--- config.mk ---
export PLATFORM = sky130hd
export DESIGN_NAME = ctrl_flash_flat
export DESIGN_NICKNAME = d
export VERILOG_FILES = /design/src/common/qmem_pkg.sv /design/src/common/qmem_if.sv /design/src/ctrl_flash/ctrl_flash.sv /design/src/flat_wrapper.sv
export SDC_FILE = /design/constraint.sdc
export NUM_CORES = 1
export LEC_CHECK = 0
export ABC_AREA = 1
export BUFFER_PORTS_ARGS = -buffer_cell sky130_fd_sc_hd__buf_2
export CAP_MARGIN = 20
export CORE_ASPECT_RATIO = 1.4
export CORE_MARGIN = 1.5
export CORE_UTILIZATION = 43
export CTS_BUF_LIST = sky130_fd_sc_hd__clkbuf_8
export DETAILED_ROUTE_END_ITERATION = 16
export PLACE_DENSITY = 0.79
export SYNTH_ARGS = -nofsm -noshare
export SYNTH_HDL_FRONTEND = slang
export SYNTH_SLANG_ARGS = --single-unit
--- constraint.sdc ---
create_clock -name clk -period 1.7 [get_ports clk]
set_input_delay 0.085 -clock clk [delete_from_list [all_inputs] [get_ports clk]]
set_output_delay 0.085 -clock clk [all_outputs]
set_load 0.05 [all_outputs]
--- src/common/qmem_pkg.sv ---
////////////////////////////////////////////////////////////
// shared QMEM bus widths and region codes for the boot memory
// the address union gives the flash and scratch RAM decodes of one word
////////////////////////////////////////////////////////////

package qmem_pkg;

  // bus widths
  localparam int QAW = 24;        // byte address bits
  localparam int QDW = 32;        // data bits
  localparam int QSW = QDW / 8;   // byte selects

  // flash device widths
  localparam int FAW = 22;        // incl. boot_sel as top bit
  localparam int FDW = 8;         // parallel NOR, byte mode

  // word index widths per region view
  localparam int FL_WORD_W  = FAW - 3;  // minus boot_sel and lane bits
  localparam int RAM_WORD_W = 11;       // up to 2k words of scratch

  // padding so both views fill the whole word
  localparam int FL_PAD_W  = QAW - 1 - FL_WORD_W - 2;
  localparam int RAM_PAD_W = QAW - 1 - RAM_WORD_W - 2;

  // region bit sits at the top of the address (bit 23)
  localparam logic region_flash = 1'b0;
  localparam logic region_ram   = 1'b1;

  ////////////////////////////////////////////////////////////
  // bus address word, decoded per region
  ////////////////////////////////////////////////////////////

  typedef union packed {
    struct packed {
      logic                 region;  // region select
      logic [FL_PAD_W-1:0]  pad;
      logic [FL_WORD_W-1:0] word;    // 32-bit word in flash image
      logic [1:0]           lane;    // byte within word
    } flash_view;
    struct packed {
      logic                  region;
      logic [RAM_PAD_W-1:0]  pad;    // unused upper bits
      logic [RAM_WORD_W-1:0] word;   // RAM word index
      logic [1:0]            lane;
    } ram_view;
  } qmem_adr_u;

endpackage

--- src/common/qmem_if.sv ---
////////////////////////////////////////////////////////////
// QMEM bus bundle between decoder and slaves
// master holds request until ack, slave pulses ack one cycle
////////////////////////////////////////////////////////////

`timescale 1ns/1ns

interface qmem_if;
  import qmem_pkg::*;

  // request side
  qmem_adr_u        adr;    // byte address, region decoded
  logic             cs;     // request valid
  logic             we;     // write when high
  logic [QSW-1:0]   sel;    // byte lane selects
  logic [QDW-1:0]   dat_w;  // write data

  // response side
  logic [QDW-1:0]   dat_r;  // valid the cycle after ack
  logic             ack;    // single cycle pulse
  logic             err;    // qualifies ack

  // bus master end
  modport master (
    output adr, cs, we, sel, dat_w,
    input  dat_r, ack, err
  );

  // bus slave end
  modport slave (
    input  adr, cs, we, sel, dat_w,
    output dat_r, ack, err
  );

endinterface

--- src/ctrl_flash/ctrl_flash.sv ---
////////////////////////////////////////////////////////////
// parallel NOR flash read engine, 4 byte reads per bus word
// flash stays in read mode, writes are refused with err
////////////////////////////////////////////////////////////

`timescale 1ns/1ns

module ctrl_flash #(
  parameter int DLY = 3,  // flash access time in clocks (2 or 3)
  parameter int BE  = 1   // 1 big endian, 2 little endian
) (
  input  logic                       clk,
  input  logic                       rst,
  input  logic                       boot_sel,  // picks flash image half
  qmem_if.slave                      bus,
  output logic [qmem_pkg::FAW-1:0]   fl_adr,
  output logic                       fl_ce_n,
  output logic                       fl_we_n,
  output logic                       fl_oe_n,
  output logic                       fl_rst_n,
  input  logic [qmem_pkg::FDW-1:0]   fl_dat_r
);
  import qmem_pkg::*;

  // enough bits to hold DLY-1
  localparam int CW = (DLY > 2) ? $clog2(DLY) : 1;

  // FSM encoding, low bits of a read state are the byte lane
  localparam logic [2:0] S_ID = 3'h0;
  localparam logic [2:0] S_R1 = 3'h4;
  localparam logic [2:0] S_R2 = 3'h5;
  localparam logic [2:0] S_R3 = 3'h6;
  localparam logic [2:0] S_R4 = 3'h7;

  logic [2:0]     state;
  logic [CW-1:0]  cnt;       // access timer, counts down to 0
  logic [1:0]     lane;      // byte lane in flight
  logic [1:0]     pos;       // lane position in the bus word
  logic           done;      // byte on fl_dat_r is valid
  logic           ack_q;
  logic           err_q;
  logic [QDW-1:0] dat_q;     // assembled word

  ////////////////////////////////////////////////////////////
  // flash pins held in read mode
  ////////////////////////////////////////////////////////////

  always_ff @(posedge clk or posedge rst) begin
    if (rst) begin
      fl_ce_n  <= 1'b1;
      fl_we_n  <= 1'b1;
      fl_oe_n  <= 1'b1;
      fl_rst_n <= 1'b0;  // device in reset
    end else begin
      fl_ce_n  <= 1'b0;  // chip always selected
      fl_we_n  <= 1'b1;  // never write
      fl_oe_n  <= 1'b0;
      fl_rst_n <= 1'b1;
    end
  end

  ////////////////////////////////////////////////////////////
  // read FSM
  ////////////////////////////////////////////////////////////

  assign lane = state[1:0];
  assign done = state[2] && (cnt == '0);  // any read state, timer out

  always_ff @(posedge clk or posedge rst) begin
    if (rst) begin
      state <= S_ID;
      cnt   <= '0;
      ack_q <= 1'b0;
      err_q <= 1'b0;
    end else begin
      ack_q <= 1'b0;  // pulses only
      err_q <= 1'b0;
      if (cnt != '0) cnt <= cnt - 1'b1;
      case (state)
        S_ID: begin
          // skip the cycle of our own ack, cs is still up then
          if (bus.cs && !ack_q) begin
            if (bus.we) begin
              ack_q <= 1'b1;  // no programming, refuse at once
              err_q <= 1'b1;
            end else begin
              state <= S_R1;
              cnt   <= CW'(DLY - 1);
            end
          end
        end
        S_R1, S_R2, S_R3: begin
          if (done) begin
            state <= state + 3'h1;  // next lane
            cnt   <= CW'(DLY - 1);
          end
        end
        S_R4: begin
          if (cnt == CW'(1)) ack_q <= 1'b1;  // last cycle of byte 3
          if (done) state <= S_ID;
        end
        default: state <= S_ID;
      endcase
    end
  end

  ////////////////////////////////////////////////////////////
  // flash address and word assembly
  ////////////////////////////////////////////////////////////

  // address goes out with the state step
  always_ff @(posedge clk or posedge rst) begin
    if (rst) begin
      fl_adr <= '0;
    end else if (state == S_ID && bus.cs && !bus.we && !ack_q) begin
      fl_adr <= {boot_sel, bus.adr.flash_view.word, 2'b00};
    end else if (done && state != S_R4) begin
      fl_adr <= {boot_sel, bus.adr.flash_view.word, lane + 2'b01};
    end
  end

  // byte lane 0 lands on top for big endian
  assign pos = (BE == 1) ? ~lane : lane;

  always_ff @(posedge clk) begin
    if (done) dat_q[8*pos +: 8] <= fl_dat_r;
  end

  assign bus.dat_r = dat_q;
  assign bus.ack   = ack_q;
  assign bus.err   = err_q;

endmodule

--- src/flat_wrapper.sv ---
// flat-port wrapper written by rule: the top's interface ports become plain ports
module ctrl_flash_flat import qmem_pkg::*;
#(
  parameter int DLY = 3,                                         
  parameter int BE  = 1                                   
)
  (clk, rst, boot_sel, fl_adr, fl_ce_n, fl_we_n, fl_oe_n, fl_rst_n, fl_dat_r, bus_adr, bus_cs, bus_we, bus_sel, bus_dat_w, bus_dat_r, bus_ack, bus_err);
  qmem_if bus_i ();
  input  logic clk;
  input  logic rst;
  input  logic boot_sel;
  output logic [qmem_pkg::FAW-1:0] fl_adr;
  output logic fl_ce_n;
  output logic fl_we_n;
  output logic fl_oe_n;
  output logic fl_rst_n;
  input  logic [qmem_pkg::FDW-1:0] fl_dat_r;
  input wire logic [$bits(bus_i.adr)-1:0] bus_adr;
  input wire logic [$bits(bus_i.cs)-1:0] bus_cs;
  input wire logic [$bits(bus_i.we)-1:0] bus_we;
  input wire logic [$bits(bus_i.sel)-1:0] bus_sel;
  input wire logic [$bits(bus_i.dat_w)-1:0] bus_dat_w;
  output wire logic [$bits(bus_i.dat_r)-1:0] bus_dat_r;
  output wire logic [$bits(bus_i.ack)-1:0] bus_ack;
  output wire logic [$bits(bus_i.err)-1:0] bus_err;
  assign bus_i.adr = bus_adr;
  assign bus_i.cs = bus_cs;
  assign bus_i.we = bus_we;
  assign bus_i.sel = bus_sel;
  assign bus_i.dat_w = bus_dat_w;
  assign bus_dat_r = bus_i.dat_r;
  assign bus_ack = bus_i.ack;
  assign bus_err = bus_i.err;
  ctrl_flash #(.DLY(DLY), .BE(BE)) u_core (.clk(clk), .rst(rst), .boot_sel(boot_sel), .bus(bus_i), .fl_adr(fl_adr), .fl_ce_n(fl_ce_n), .fl_we_n(fl_we_n), .fl_oe_n(fl_oe_n), .fl_rst_n(fl_rst_n), .fl_dat_r(fl_dat_r));
endmodule
==> flow_summary_export.csv <==
group,metric,value,unit
outcome,status,"finished, final reports clean",
cells_and_area,diodes,0,
routing,drt_drc_violations_left,0,
logic_synthesis,synth_most_common_cell,"nand2_1",
cts,cts_buffers,9,
cells_and_area,fillers,468,
sta,skew,0.00536,ns
sta,fmax,617,MHz
placed_design,post-place-cells,418,
cts,htreeDepth,3,
global_route,track_usage,0.190,
cells_and_area,layout-drive-gt1-share,0.344,
routing,drt_iter0_drc,265,
worst_setup_path,start_kind,"flip-flop",
sta,finalHoldViolations,0,
sta,tns,0,ns
floorplan,io_pins,133,
logic_synthesis,ys_types,24,
logic_synthesis,synth_cells,254,
sta,min_period_over_period,0.954,
floorplan,start_util,0.451,
logic_synthesis,synth-main-ff-cell,"edfxtp_1",
run,maxCapViolCount,0,
cells_and_area,syn2layout_area_growth,40.1,%
routing,via_per_inst,4.87,
logic_synthesis,synth_top_area_share,0.359,
sta,drv_slew,0,
routing,vias,2241,
routing,drtPass1Iterations,4,
pwr,irDropWorstVdd,0.00140,V
routing,drtAntennaViolNets,0,
pwr,p_per_area,1940,nW/um^2
worst_setup_path,crit_fanout,8,
cells_and_area,nNetsFinal,465,
logic_synthesis,synth-edff-count,32,
cells_and_area,fin_cells,460,
worst_setup_path,cp_data_required_time,1.92,ns
global_route,grt-ovfl-total,0,
global_route,grt_pass1_wl,9.83,mm
logic_synthesis,ys_warn_count,0,
logic_synthesis,synthArstFlopShare,0.492,
logic_synthesis,synth_area_leaders,"edfxtp_1 (36%), dfrtp_1 (28%), nand2_1 (8.0%)",
floorplan,die_area,6720,um^2
sta,fin_hold_ws,0.0538,ns
placed_design,dpl.hpwl,4.09,mm
placed_design,io_buffer_count,90,
global_route,antenna_found_initial,0,
floorplan,fp.coreArea,5950,um^2
routing,post_drt_wl_per_cell,13.4,um
logic_synthesis,yosys_register_bits,63,
worst_hold_path,min-delay-path-class,"input pin to flip-flop",
cts,cts_buffer_depth,2,
sta,post-route-min-period,1.62,ns
logic_synthesis,ys_top_cells_by_count,"nand2_1 (57), nand3_1 (36), edfxtp_1 (32), nor2_1 (31), dfrtp_1 (30)",
worst_setup_path,crit_arrival,1.84,ns
floorplan,placementRows,33,
cts,cts_root_buffer,"clkbuf_8",
global_route,grt_pass1_vias,2114,
cts,clk_pin_slew,0.06,ns
worst_setup_path,crit_path_end_kind,"flip-flop",
pwr,total_power,7.29,mW
sta,timing.final.setup_violations,0,
cts,clock-sinks,63,
floorplan,die_w,69.7,um
logic_synthesis,synth_top_area_cell,"edfxtp_1",
logic_synthesis,yosysSeqAreaShare,0.649,
routing,routed_wl,6.18,mm
logic_synthesis,syn-cell-area,2680,um^2
logic_synthesis,synth_area_per_cell,10.5,um^2
placed_design,place_congestion,0.812,
global_route,grt_max_degree,32,
cts,cts_tree,"yes",
floorplan,die_h,96.4,um
cts,clock_latency,0.32,ns
pwr,p_leak,1.90,nW
worst_setup_path,crit_type,"flip-flop to flip-flop",
## sequential cells by signal, indices dropped and copies added (netlist names)
name and cells:
u_core.bus.dat_r 32, u_core.bus.ack 1, u_core.fl_ce_n 1, u_core.fl_adr 22, u_core.state 3, u_core.fl_rst_n 1
u_core.bus.err 1, u_core.cnt 2
## area by class of cell
type	instances	area, um^2	area share
Clock buffer	12	165	0.0440
Inverter	25	95.1	0.0253
Multi-Input combinational cell	156	792	0.211
Clock inverter	4	15.0	0.00400
Timing Repair Buffer	130	858	0.229
Sequential cell	63	1740	0.464
Tap cell	70	87.6	0.0233
## kinds of logic (layout without fill, tap and decap cells)
group / Yosys count / count (layout) / synth area share
fa+ha+maj: 7 / 7 / 0.0327
other cells: 2 / 3 / 0.00280
buf+inv: 36 / 171 / 0.0654
compound gates: 6 / 6 / 0.0126
simple gates: 140 / 140 / 0.238
flops: 63 / 63 / 0.649
## metal layers
metal  vias up  global-route usage  part of all wire
li1       1087                   -                 -
met1      1021               0.218              0.38
met2       119               0.336              0.51
met3        14              0.0560             0.082
met4         0              0.0801             0.023
met5         -                   0                 0
## worst max-delay path: stages, from the launching register on
cell and delay (ns):
dfrtp_2 0.45, ha_2 0.21, ha_2 0.18, inv_2 0.08, nand4_4 0.22, clkbuf_16 0.25
nand3_1 0.08, nand2_1 0.05
## power by group
part | internal (mW) | switching, mW | total (mW) | leakage [nW]
registers | 2.13 | 0.220 | 2.35 | 0.680
clock network | 0.628 | 0.508 | 1.14 | 0.108
logic | 1.12 | 2.68 | 3.81 | 1.11
total | 3.88 | 3.41 | 7.29 | 1.90
## metrics by stage
stage | setup slack (ns) | instance area [um^2] | utilization
3_5_place_dp | -0.0504 | 3250 | 0.546
4_1_cts | 0.0133 | 3640 | 0.612
2_1_floorplan | 0.0249 | 2680 | -
5_1_grt | -0.00728 | 3750 | 0.631
3_3_place_gp | 0.0501 | 3250 | 0.546
6_report | 0.0786 | 3750 | 0.631
## cell usage in the layout, fill, tap and decap left out, types with 2 or more instances in the layout
cell	Yosys	final
dfrtp_2	0	2
nand3_1	36	36
ha_1	7	5
buf_2	5	90
nand4_1	2	2
conb_1	2	3
nand2_1	57	57
ha_2	0	2
nor2_1	31	31
nor3_1	9	9
clkbuf_8	0	12
inv_1	23	26
edfxtp_1	32	32
dfrtp_1	30	28
buf_6	3	2
buf_4	3	14
dlygate4sd3_1	0	21
o21ai_1	3	2
clkbuf_16	0	2
## repair_timing
item | in CTS | in global routing
hold buffers | 21 | 0
gates resized for setup | 1 | 11
hold endpoints to repair | 50 | 0
buffers inserted | 0 | 2
setup endpoints to repair | 20 | 25
cloned | 0 | 3
## final timing paths
kind,cells after the start,from,to,slack [ns]
max,7,u_core.state[0]$_DFFE_PP0P_,u_core.fl_adr[12]$_DFFE_PP0P_,0.08
max reg2reg,7,u_core.state[0]$_DFFE_PP0P_,u_core.fl_adr[12]$_DFFE_PP0P_,0.08
min reg2reg,1,u_core.cnt[0]$_DFF_PP0_,u_core.cnt[0]$_DFF_PP0_,0.45
min in group asynchronous,4,rst,u_core.fl_rst_n$_DFF_PP0_,0.37
min,3,bus_cs,u_core.bus.err$_DFF_PP0_,0.05
max in group asynchronous,4,rst,u_core.fl_ce_n$_DFF_PP1_,1.00
Power figures use the tool's default switching activity.
