<file path="src/common/qmem_pkg.sv">
////////////////////////////////////////////////////////////
// shared QMEM bus widths and region codes for the boot memory
// the address union gives the flash and scratch RAM decodes of one word
////////////////////////////////////////////////////////////

package qmem_pkg;

  // bus widths
  localparam int QAW = 24;        // byte address bits
  localparam int QDW = 32;        // data bits
  localparam int QSW = QDW / 8;   // byte selects

  // flash device widths
  localparam int FAW = 22;        // incl. boot_sel as top bit
  localparam int FDW = 8;         // parallel NOR, byte mode

  // word index widths per region view
  localparam int FL_WORD_W  = FAW - 3;  // minus boot_sel and lane bits
  localparam int RAM_WORD_W = 11;       // up to 2k words of scratch

  // padding so both views fill the whole word
  localparam int FL_PAD_W  = QAW - 1 - FL_WORD_W - 2;
  localparam int RAM_PAD_W = QAW - 1 - RAM_WORD_W - 2;

  // region bit sits at the top of the address (bit 23)
  localparam logic region_flash = 1'b0;
  localparam logic region_ram   = 1'b1;

  ////////////////////////////////////////////////////////////
  // bus address word, decoded per region
  ////////////////////////////////////////////////////////////

  typedef union packed {
    struct packed {
      logic                 region;  // region select
      logic [FL_PAD_W-1:0]  pad;
      logic [FL_WORD_W-1:0] word;    // 32-bit word in flash image
      logic [1:0]           lane;    // byte within word
    } flash_view;
    struct packed {
      logic                  region;
      logic [RAM_PAD_W-1:0]  pad;    // unused upper bits
      logic [RAM_WORD_W-1:0] word;   // RAM word index
      logic [1:0]            lane;
    } ram_view;
  } qmem_adr_u;

endpackage

</file>
<file path="src/common/qmem_if.sv">
////////////////////////////////////////////////////////////
// QMEM bus bundle between decoder and slaves
// master holds request until ack, slave pulses ack one cycle
////////////////////////////////////////////////////////////

`timescale 1ns/1ns

interface qmem_if;
  import qmem_pkg::*;

  // request side
  qmem_adr_u        adr;    // byte address, region decoded
  logic             cs;     // request valid
  logic             we;     // write when high
  logic [QSW-1:0]   sel;    // byte lane selects
  logic [QDW-1:0]   dat_w;  // write data

  // response side
  logic [QDW-1:0]   dat_r;  // valid the cycle after ack
  logic             ack;    // single cycle pulse
  logic             err;    // qualifies ack

  // bus master end
  modport master (
    output adr, cs, we, sel, dat_w,
    input  dat_r, ack, err
  );

  // bus slave end
  modport slave (
    input  adr, cs, we, sel, dat_w,
    output dat_r, ack, err
  );

endinterface

</file>
<file path="src/rtl/qmem_decoder.sv">
////////////////////////////////////////////////////////////
// region decoder between the host bus and the two slaves
// adds no latency, read data steered by the last acked region
////////////////////////////////////////////////////////////

`timescale 1ns/1ns

module qmem_decoder (
  input  logic   clk,
  input  logic   rst,
  qmem_if.slave  host,       // from bus master
  qmem_if.master flash_bus,  // to flash controller
  qmem_if.master ram_bus     // to scratch RAM
);
  import qmem_pkg::*;

  logic region;       // region of current request
  logic last_region;  // region of last acked request

  // top address bit picks the slave
  assign region = host.adr.flash_view.region;

  ////////////////////////////////////////////////////////////
  // request routing
  ////////////////////////////////////////////////////////////

  // only cs is gated, the rest fans out to both
  assign flash_bus.cs    = host.cs && (region == region_flash);
  assign flash_bus.adr   = host.adr;
  assign flash_bus.we    = host.we;
  assign flash_bus.sel   = host.sel;
  assign flash_bus.dat_w = host.dat_w;

  assign ram_bus.cs    = host.cs && (region == region_ram);
  assign ram_bus.adr   = host.adr;
  assign ram_bus.we    = host.we;
  assign ram_bus.sel   = host.sel;
  assign ram_bus.dat_w = host.dat_w;

  ////////////////////////////////////////////////////////////
  // response steering
  ////////////////////////////////////////////////////////////

  // one request in flight, so at most one slave acks
  assign host.ack = flash_bus.ack | ram_bus.ack;
  assign host.err = flash_bus.err | ram_bus.err;

  // remember who answered, data shows up one cycle later
  always_ff @(posedge clk or posedge rst) begin
    if (rst) begin
      last_region <= region_flash;
    end else if (host.ack) begin
      last_region <= region;  // adr still held in ack cycle
    end
  end

  // data mux, holds until the next request completes
  assign host.dat_r = (last_region == region_ram) ? ram_bus.dat_r
                                                  : flash_bus.dat_r;

endmodule

</file>
<file path="src/flat_wrapper.sv">
// flat-port wrapper written by rule: the top's interface ports become plain ports
module qmem_decoder_flat import qmem_pkg::*;
  (clk, rst, host_adr, host_cs, host_we, host_sel, host_dat_w, host_dat_r, host_ack, host_err, flash_bus_adr, flash_bus_cs, flash_bus_we, flash_bus_sel, flash_bus_dat_w, flash_bus_dat_r, flash_bus_ack, flash_bus_err, ram_bus_adr, ram_bus_cs, ram_bus_we, ram_bus_sel, ram_bus_dat_w, ram_bus_dat_r, ram_bus_ack, ram_bus_err);
  qmem_if host_i ();
  qmem_if flash_bus_i ();
  qmem_if ram_bus_i ();
  input  logic clk;
  input  logic rst;
  input wire logic [$bits(host_i.adr)-1:0] host_adr;
  input wire logic [$bits(host_i.cs)-1:0] host_cs;
  input wire logic [$bits(host_i.we)-1:0] host_we;
  input wire logic [$bits(host_i.sel)-1:0] host_sel;
  input wire logic [$bits(host_i.dat_w)-1:0] host_dat_w;
  output wire logic [$bits(host_i.dat_r)-1:0] host_dat_r;
  output wire logic [$bits(host_i.ack)-1:0] host_ack;
  output wire logic [$bits(host_i.err)-1:0] host_err;
  output wire logic [$bits(flash_bus_i.adr)-1:0] flash_bus_adr;
  output wire logic [$bits(flash_bus_i.cs)-1:0] flash_bus_cs;
  output wire logic [$bits(flash_bus_i.we)-1:0] flash_bus_we;
  output wire logic [$bits(flash_bus_i.sel)-1:0] flash_bus_sel;
  output wire logic [$bits(flash_bus_i.dat_w)-1:0] flash_bus_dat_w;
  input wire logic [$bits(flash_bus_i.dat_r)-1:0] flash_bus_dat_r;
  input wire logic [$bits(flash_bus_i.ack)-1:0] flash_bus_ack;
  input wire logic [$bits(flash_bus_i.err)-1:0] flash_bus_err;
  output wire logic [$bits(ram_bus_i.adr)-1:0] ram_bus_adr;
  output wire logic [$bits(ram_bus_i.cs)-1:0] ram_bus_cs;
  output wire logic [$bits(ram_bus_i.we)-1:0] ram_bus_we;
  output wire logic [$bits(ram_bus_i.sel)-1:0] ram_bus_sel;
  output wire logic [$bits(ram_bus_i.dat_w)-1:0] ram_bus_dat_w;
  input wire logic [$bits(ram_bus_i.dat_r)-1:0] ram_bus_dat_r;
  input wire logic [$bits(ram_bus_i.ack)-1:0] ram_bus_ack;
  input wire logic [$bits(ram_bus_i.err)-1:0] ram_bus_err;
  assign host_i.adr = host_adr;
  assign host_i.cs = host_cs;
  assign host_i.we = host_we;
  assign host_i.sel = host_sel;
  assign host_i.dat_w = host_dat_w;
  assign host_dat_r = host_i.dat_r;
  assign host_ack = host_i.ack;
  assign host_err = host_i.err;
  assign flash_bus_adr = flash_bus_i.adr;
  assign flash_bus_cs = flash_bus_i.cs;
  assign flash_bus_we = flash_bus_i.we;
  assign flash_bus_sel = flash_bus_i.sel;
  assign flash_bus_dat_w = flash_bus_i.dat_w;
  assign flash_bus_i.dat_r = flash_bus_dat_r;
  assign flash_bus_i.ack = flash_bus_ack;
  assign flash_bus_i.err = flash_bus_err;
  assign ram_bus_adr = ram_bus_i.adr;
  assign ram_bus_cs = ram_bus_i.cs;
  assign ram_bus_we = ram_bus_i.we;
  assign ram_bus_sel = ram_bus_i.sel;
  assign ram_bus_dat_w = ram_bus_i.dat_w;
  assign ram_bus_i.dat_r = ram_bus_dat_r;
  assign ram_bus_i.ack = ram_bus_ack;
  assign ram_bus_i.err = ram_bus_err;
  qmem_decoder u_core (.clk(clk), .rst(rst), .host(host_i), .flash_bus(flash_bus_i), .ram_bus(ram_bus_i));
endmodule
</file>
<file path="config.mk">
export PLATFORM = sky130hd
export DESIGN_NAME = qmem_decoder_flat
export DESIGN_NICKNAME = d
export VERILOG_FILES = /design/src/common/qmem_pkg.sv /design/src/common/qmem_if.sv /design/src/rtl/qmem_decoder.sv /design/src/flat_wrapper.sv
export SDC_FILE = /design/constraint.sdc
export NUM_CORES = 1
export LEC_CHECK = 0
export BUFFER_PORTS_ARGS = -buffer_cell sky130_fd_sc_hd__buf_2
export CAP_MARGIN = 20
export CORE_AREA = 2 2 113 115
export DETAILED_ROUTE_END_ITERATION = 12
export DIE_AREA = 0 0 115 117
export GPL_ROUTABILITY_DRIVEN = 0
export PLACE_DENSITY = 0.45
export SLEW_MARGIN = 25
export SYNTH_ARGS = -nofsm -noshare
export SYNTH_HDL_FRONTEND = slang
export SYNTH_SLANG_ARGS = --single-unit
export TNS_END_PERCENT = 100
</file>
<file path="constraint.sdc">
create_clock -name clk -period 1.1 [get_ports clk]
set_input_delay 0.055 -clock clk [delete_from_list [all_inputs] [get_ports clk]]
set_output_delay 0.055 -clock clk [all_outputs]
set_load 0.1 [all_outputs]
</file>
==> results of run 1 <==
==> metal layers <==
metal | share of wire [%] | track usage (%) | vias up | routed length, um
li1 | - | - | 374 | -
met1 | 32 | 3.507 | 363 | 944
met5 | 0 | 0 | - | 0
met4 | 0.98 | 0.8835 | 0 | 29
met2 | 49 | 6.275 | 120 | 1458
met3 | 18 | 1.751 | 4 | 523
==> power by group <==
group | internal (mW) | total [mW] | switching (mW)
clock | 0 | 0 | 0
combinational | 0.700 | 1.85 | 1.15
sequential | 0.0412 | 0.0448 | 0.00353
==> synthesized netlist by cell type <==
cell	instances
and2_1	1
buf_4	122
buf_12	3
inv_1	1
buf_6	1
mux2_2	4
dfrtp_1	1
or2_2	1
nor2b_1	1
mux2_4	29
or2_4	1
==> placed cells by master (no fill, tap or decap), drive strengths merged <==
cell type,n
dlygate4sd3,1
dfrtp,1
mux2,33
nor2b,1
buf,111
or2,2
and2,1
inv,1
==> cell families after synthesis <==
logic type / count (synthesis) / share of synthesized area, %
simple gates: 4 / 1.807
mux: 33 / 31.53
flops: 1 / 1.642
buf+inv: 127 / 65.02
==> critical path: stages (launching register included) <==
cell	delay [ns]
dfrtp_2	0.37
buf_12	0.21
mux2_2	0.37
buf_6	0.19
==> repair_timing <==
| action | CTS | global route |
|---|---|---|
| setup buffers | 0 | 0 |
| gates resized for setup | 86 | 0 |
| endpoints found under the setup margin | 32 | 32 |
| hold buffers | 1 | 0 |
| endpoints found under the hold margin | 1 | 0 |
==> layout make-up <==
class	count	area (um2)
inverters	1	3.754
flip-flops and latches	1	26.28
repair buffers	112	1037
fillers	1377	10550
well taps	150	187.7
multi-input cells	37	510.5
==> how the worst max path moves through the flow <==
stage | from | endpoint | cells after the start
2_1_floorplan | u_core.last_region$_DFFE_PP0P_ | host_dat_r[0] | 3
3_3_place_gp | u_core.last_region$_DFFE_PP0P_ | host_dat_r[31] | 3
3_5_place_dp | u_core.last_region$_DFFE_PP0P_ | host_dat_r[31] | 3
4_1_cts | u_core.last_region$_DFFE_PP0P_ | host_dat_r[29] | 3
5_1_grt | u_core.last_region$_DFFE_PP0P_ | host_dat_r[30] | 3
6_report | u_core.last_region$_DFFE_PP0P_ | host_dat_r[29] | 3
==> stage by stage <==
step           cell area, um2  instances  util [%]  total power [mW]  hold slack, ns
3_5_place_dp             1436        300     11.67             1.620         -0.1028
4_1_cts                  1765        301     14.34             1.903          0.1110
5_1_grt                  1765        301     14.34             1.949          0.1102
3_3_place_gp             1436        300     11.67             1.610        -0.09478
6_report                 1765        301     14.34             1.893          0.1100
2_1_floorplan            1526        165         -             3.349         -0.2163
==> reports/metrics.cfg, run 1 <==
[run]
cap_violations=0

[placement]
io_buffers=109
dp_slack_ns=-0.1954
hpwlAfterDp_um=2472

[pwr]
leakage_nw=0.8934
power_density_nw_per_um2=1072
max-vdd-ir-drop_v=0.0002544

[finish]
area_delta_synth_final_pct=15.85
reg_top3=u_core.last_region (1)
regMostFlops=u_core.last_region
layout-drive-gt1-share_pct=98.01
n_antenna_cell=0
nets=285
largest_reg_flops=1

[hold_path]
min_path_type=input pin to output pin
worstHoldStart=host_adr[17]
hold_depth=0
hold_path_end=flash_bus_adr[17]

[synthesis]
ys_ff_latch=1
yosysWarnings=0
synth_top_area_share_pct=60.10
synth.area.top_cells=buf_4 (60%), mux2_4 (29%), buf_12 (3.9%)
yosysSeqAreaShare_pct=1.642
syn-cell-area_um2=1524
ys_types=11
synth.net_count=297
synth_area_leader_cell=buf_4
synth_cells=165
avgSynthCellArea_um2=9.236

[timing]
setup_ws_ns=-0.09177
post-route-period-util_pct=108.3
fin_tns_setup_ns=-1.737
worst_pin_slew_ns=0.4879
fin_skew_ns=0
fin_crit_ns=1.192
rsz0062_at_grt=yes
hold_violations=0
finalSetupViolCount=32
slew_headroom_pct=67.70
max_freq_mhz=839.1
final_max_slew_viol_count=0

[routing]
drtIter0Drc=10
via_count=861
avgViaCountPerCell=2.860
routed_wl_um=2955
dr.pass1.iters=3
detail_route.drc_violations=0
drt-wirelength-per-cell_um=9.817
ant_nets=0

[floorplan]
core_area_um2=12310
ios=290
die_x_um=115
row_count=41
die_area_um2=13460
die_h_um=117
initial_core_util_pct=12.38

[worst_setup_path]
reg2reg_from=u_core.last_region$_DFFE_PP0P_
crit_type=flop to output pin
timing.rr.end=u_core.last_region$_DFFE_PP0P_
cp-start-kind=flop
rrSetupSlack_ns=0.07
cp_max_fo=23
arrival_ns=1.14
cp_data_required_time_ns=1.04
r2r_cells=2
crit_path_end_kind=output pin

[global_route]
grt_max_degree=24
grt_pass1_vias=834
grt_overflow=0
grt_usage_pct=3.446
antenna_found_initial=0
grt_pass1_wl_um=3815

[clock_tree]
clk_latency_ns=0
clkTransAtPathRegs_ns=0

[status]
violations=setup timing
outcome=complete, but fails checks

Note: power is estimated with default switching activity, not from simulation.
==> inputs of run 2 (changes only) <==
--- a/config.mk
+++ b/config.mk
@@ -7,5 +7,5 @@
 export LEC_CHECK = 0
 export BUFFER_PORTS_ARGS = -buffer_cell sky130_fd_sc_hd__buf_2
-export CAP_MARGIN = 20
+export CAP_MARGIN = 30
 export CORE_AREA = 2 2 113 115
 export DETAILED_ROUTE_END_ITERATION = 12
==> constraint.sdc (replaced) <==
create_clock -name clk -period 1.1 [get_ports clk]
set_input_delay 0.11 -clock clk [delete_from_list [all_inputs] [get_ports clk]]
set_output_delay 0.11 -clock clk [all_outputs]
set_load 0.1 [all_outputs]
==> reports/metrics.cfg, run 2 (synthesis gave the netlist of run 1 again) <==
[status]
outcome=complete, but fails checks
violations=setup timing

[floorplan]
die_h_um=117  ; unchanged
die_x_um=115  ; unchanged
core_area_um2=12310  ; unchanged
initial_core_util_pct=12.38  ; unchanged
ios=290  ; unchanged
row_count=41  ; unchanged
die_area_um2=13460  ; unchanged

[routing]
route.met2.wl_um=1522  ; +4.4%
detail_route.drc_violations=0  ; unchanged
drt-wirelength-per-cell_um=9.887  ; +0.71%
ant_nets=0  ; unchanged
drtIter0Drc=3  ; -7
routed_wl_um=2976  ; +0.71%
avgViaCountPerCell=2.920  ; +2.1%
dr.pass1.iters=3  ; unchanged
highest_layer=met4
via_count=879  ; +2.1%
wl_met1_um=868  ; -8.1%
wl_met3_um=552  ; +5.5%

[worst_setup_path]
critPathMaxStageDelay_ns=0.37  ; about the same
crit_path_end_kind=output pin
cp_data_required_time_ns=0.99  ; -0.05 ns
path_cells=buf_12 > mux2_2 > buf_6
arrival_ns=1.13  ; about the same
rrSetupSlack_ns=0.07  ; about the same
cp-startpoint=u_core.last_region$_DFFE_PP0P_
crit_type=flop to output pin
r2r_cells=2  ; unchanged
cp-start-kind=flop
cp_max_fo=23  ; unchanged
crit_family=buffers and inverters
crit_end=host_dat_r[31]
crit_buf_inv=2  ; unchanged
timing.rr.end=u_core.last_region$_DFFE_PP0P_
reg2reg_from=u_core.last_region$_DFFE_PP0P_
cp.depth=3  ; unchanged
slowest_stage=dfrtp_2

[finish]
final_common_cell=buf_2
area_delta_synth_final_pct=17.82
reg_top3=u_core.last_region (1)
largest_reg_flops=1  ; unchanged
regMostFlops=u_core.last_region
mostFrequentLayoutCells=buf_2 (75), buf_12 (32), mux2_4 (29), mux2_2 (4), buf_6 (3)
nets=285  ; unchanged
n_antenna_cell=0  ; unchanged
layout-drive-gt1-share_pct=98.01  ; unchanged
finish.instance_area_um2=1795  ; +1.7%

[pwr]
power_density_nw_per_um2=1062  ; -0.99%
switching_share_pct=60.50  ; -0.36 points
p_clk_share_pct=0  ; unchanged
power_switching_mw=1.153  ; about the same
max-vdd-ir-drop_v=0.0002936  ; +15%
p_int_mw=0.7532  ; +1.6%
combPwrFrac_pct=97.7  ; about the same
leakage_nw=0.9014  ; +0.89%
p_seq_share_pct=2.3  ; about the same
power_mw=1.907  ; +0.70%

[global_route]
grt_overflow=0  ; unchanged
antenna_found_initial=0  ; unchanged
grt_usage_pct=3.424  ; -0.022 points
grt_max_degree=24  ; unchanged
grt_pass1_wl_um=3864  ; +1.3%
grt_pass1_vias=846  ; +1.4%

[timing]
final_max_slew_viol_count=0  ; unchanged
rsz0062_at_grt=yes
fin_crit_ns=1.239  ; +0.04730 ns
hold_violations=0  ; unchanged
setup_ws_ns=-0.1391  ; -0.04730 ns
worst_pin_slew_ns=0.4868  ; -0.001039 ns
finalSetupViolCount=32  ; unchanged
post-route-period-util_pct=112.6  ; +4.3 points
slew_headroom_pct=67.77  ; +0.069 points
max_freq_mhz=807.1  ; -3.8%
fin_skew_ns=0  ; unchanged

[placement]
dpl_cell_area_um2=1466  ; +2.1%
io_buffers=109  ; unchanged
hpwlAfterDp_um=2465  ; -0.30%

[clock_tree]
post-cts-setup-buffer-count=0  ; unchanged
clkTransAtPathRegs_ns=0  ; unchanged
clk_latency_ns=0  ; unchanged

[hold_path]
min_path_type=input pin to output pin

[run]
cap_violations=0  ; unchanged

==> run 2: routing by layer <==
layer | vias up | GRT usage (%)
met4 | 0 | 0.8835
met3 | 5 | 1.802
met2 | 119 | 6.549
met5 | - | 0
li1 | 375 | -
met1 | 380 | 3.197
==> run 2: worst min-delay path by stage <==
stage                       from                             end  slack (ns)  cells past startpoint
floorplan                    rst  u_core.last_region$_DFFE_PP0P_       -0.16                      1
global placement             rst  u_core.last_region$_DFFE_PP0P_       -0.05                      2
detailed placement           rst  u_core.last_region$_DFFE_PP0P_       -0.05                      2
CTS                 host_adr[22]               flash_bus_adr[22]        0.22                      0
global route        host_adr[16]                 ram_bus_adr[16]        0.22                      0
finish              host_adr[17]               flash_bus_adr[17]        0.22                      0
==> run 2: per-stage QoR <==
| stage | util, % | hold WS [ns] | TNS (ns) | worst slack, ns | instances |
|---|---|---|---|---|---|
| floorplan | - | -0.1613 | -2.305 | -0.07402 | 165 |
| global placement | 11.91 | -0.04966 | -6.070 | -0.2380 | 300 |
| detailed placement | 11.91 | -0.05118 | -6.605 | -0.2557 | 300 |
| CTS | 14.58 | 0.2210 | -3.977 | -0.1594 | 301 |
| global route | 14.58 | 0.2202 | -4.563 | -0.1835 | 301 |
| finish | 14.58 | 0.2200 | -3.513 | -0.1391 | 301 |
==> run 2: repair_timing <==
item / in CTS / in global routing
pin swaps: 0 / 0
hold buffers: 1 / 0
endpoints found under the setup margin: 32 / 32
gates resized for setup: 86 / 0
endpoints found under the hold margin: 1 / 0
==> run 2: power by group through the flow <==
stage,clock network [mW],logic [mW],registers [mW]
final,0,1.86,0.0448
after global routing,0,1.91,0.0455
after CTS,0,1.87,0.0449
after detailed placement,0,1.59,0.0449
after global placement,0,1.58,0.0443
after floorplan,0,3.31,0.0418
==> run 2: final cells by class <==
class	instances	area (um2)
fillers	1371	10520
multi-input cells	37	510.5
flip-flops and latches	1	26.28
repair buffers	112	1067
well taps	150	187.7
inverters	1	3.754
==> run 2: worst register-to-register path, stage by stage (launching register included) <==
cell	delay, ns
dfrtp_2	0.40
buf_4	0.21
mux2_2	0.29
==> inputs of run 3 (changes only) <==
Settings changed: CORE_AREA 2 2 113 115 to 2 2 114 116, DIE_AREA 0 0 115 117 to 0 0 116 118, PLACE_DENSITY 0.45 to 0.46.
Clock period 1.1 ns to 1.08 ns, I/O delays scaled along.
==> reports/metrics.cfg, run 3 (synthesis gave the netlist of run 1 again) <==
[status]
outcome=complete, but fails checks
violations=setup timing

[clock_tree]
clk_latency_ns=0  ; unchanged
clkTransAtPathRegs_ns=0  ; unchanged

[floorplan]
ios=290  ; unchanged
die_x_um=116  ; +0.87%
die_area_um2=13690  ; +1.7%
die_h_um=118  ; +0.85%
row_count=41  ; unchanged
initial_core_util_pct=12.28  ; -0.10 points
core_area_um2=12410  ; +0.83%

[finish]
final_common_cell=buf_2
layout-drive-gt1-share_pct=98.04  ; about the same
finish.instance_area_um2=1943  ; +8.2%
nets=287  ; +0.70%
reg_top3=u_core.last_region (1)
regMostFlops=u_core.last_region
area_delta_synth_final_pct=27.50
layout.cells.non_filler=325  ; +8.0%
n_antenna_cell=0  ; unchanged
mostFrequentLayoutCells=buf_2 (73), buf_12 (40), mux2_4 (32)
utilization_pct=15.65  ; +1.1 points
largest_reg_flops=1  ; unchanged

[placement]
hpwlAfterDp_um=3101  ; +26%
dp_slack_ns=-0.2327  ; +0.02301 ns
dpl_cell_area_um2=1902  ; +30%
dp.cells=323  ; +7.7%
io_buffers=109  ; unchanged

[worst_setup_path]
critPathMaxStageDelay_ns=0.48  ; +0.11 ns
r2r_cells=1  ; -1
crit_buf_inv=2  ; unchanged
path_cells=buf_12 > mux2_4 > buf_12
crit_path_end_kind=output pin
arrival_ns=1.17  ; +0.04 ns
crit_family=flip-flops
crit_type=flop to output pin
cp-start-kind=flop
timing.rr.end=u_core.last_region$_DFFE_PP0P_
cp_max_fo=11  ; -52%
slowest_stage=dfrtp_2
rrSetupSlack_ns=0.19  ; +0.12 ns
cp-startpoint=u_core.last_region$_DFFE_PP0P_
crit_end=host_dat_r[22]
crit_top_cell=buf_12
reg2reg_from=u_core.last_region$_DFFE_PP0P_
cp_data_required_time_ns=0.97  ; -0.02 ns
cp.depth=3  ; unchanged

[global_route]
grt_overflow=0  ; unchanged
grt_pass1_wl_um=4885  ; +26%
grt_max_degree=12  ; -50%
antenna_found_initial=0  ; unchanged
grt_usage_pct=4.379  ; +0.96 points
grt_pass1_vias=976  ; +15%

[routing]
via_count=879  ; unchanged
drtIter0Drc=6  ; +3
detail_route.drc_violations=0  ; unchanged
routed_wl_um=3397  ; +14%
drt-wirelength-per-cell_um=10.45  ; +5.7%
ant_nets=0  ; unchanged
dr.pass1.iters=2  ; -1
avgViaCountPerCell=2.705  ; -7.4%

[timing]
final_max_slew_viol_count=0  ; unchanged
setup_ws_ns=-0.2022  ; -0.06316 ns
worst_pin_slew_ns=0.4876  ; +0.0007938 ns
fin_skew_ns=0  ; unchanged
post-route-period-util_pct=118.7
slew_headroom_pct=67.72  ; about the same
hold_violations=0  ; unchanged
max_freq_mhz=779.9
rsz0062_at_grt=yes
fin_crit_ns=1.282
finalSetupViolCount=32  ; unchanged

[pwr]
max-vdd-ir-drop_v=0.0003352  ; +14%
power_density_nw_per_um2=1045  ; -1.6%
leakage_nw=0.9586  ; +6.3%

[run]
cap_violations=0  ; unchanged

[hold_path]
min_path_type=input pin to output pin

-- run 3: changes by cell type in the layout (fill, tap and decap cells not counted), sizes merged --
cell | before | now
buf | 111 | 113
-- run 3: where the power goes --
group / switching, mW / internal (mW) / leakage, nW / total (mW)
sequential: 0.0123 / 0.0419 / 0.0107 / 0.0542
combinational: 1.18 / 0.794 / 0.948 / 1.98
clock: 0 / 0 / 0 / 0
total: 1.19 / 0.836 / 0.959 / 2.03
-- run 3: layout make-up --
class / instances / area, um2
fill: 1414 / 10470
tap: 172 / 215.2
timing repair buffer: 114 / 1176
multi-input combinational: 37 / 521.8
sequential: 1 / 26.28
inverter: 1 / 3.754
-- run 3: worst min-delay path by stage --
stage / startpoint / to / slack (ns) / cells after the start
after CTS: host_adr[14] / flash_bus_adr[14] / 0.22 / 0
after global placement: rst / u_core.last_region$_DFFE_PP0P_ / -0.05 / 2
final: host_adr[6] / flash_bus_adr[6] / 0.22 / 0
after detailed placement: rst / u_core.last_region$_DFFE_PP0P_ / -0.05 / 2
after floorplan: rst / u_core.last_region$_DFFE_PP0P_ / -0.16 / 1
after global routing: host_dat_w[29] / flash_bus_dat_w[29] / 0.22 / 0
-- run 3: layer usage --
metal  vias up  track usage (%)  wire (um)
li1        377                -          -
met3        17            2.266        537
met4         0           0.8929         36
met2       104            7.675       1665
met1       381            4.655       1157
met5         -                0          0
-- run 3: per-stage QoR --
| step | power [mW] | TNS [ns] | hold WS, ns |
|---|---|---|---|
| after global routing | 2.089 | -7.146 | 0.2162 |
| after CTS | 2.050 | -6.466 | 0.2170 |
| after floorplan | 3.411 | -2.881 | -0.1633 |
| after detailed placement | 2.023 | -6.697 | -0.05345 |
| after global placement | 2.011 | -5.945 | -0.05355 |
| final | 2.031 | -5.921 | 0.2161 |
-- run 3: timing repair --
item / in CTS / in global routing
endpoints found under the hold margin: 1 / 0
buffers inserted: 1 / 0
gates resized for setup: 3 / 0
endpoints found under the setup margin: 32 / 32
hold buffers: 1 / 0
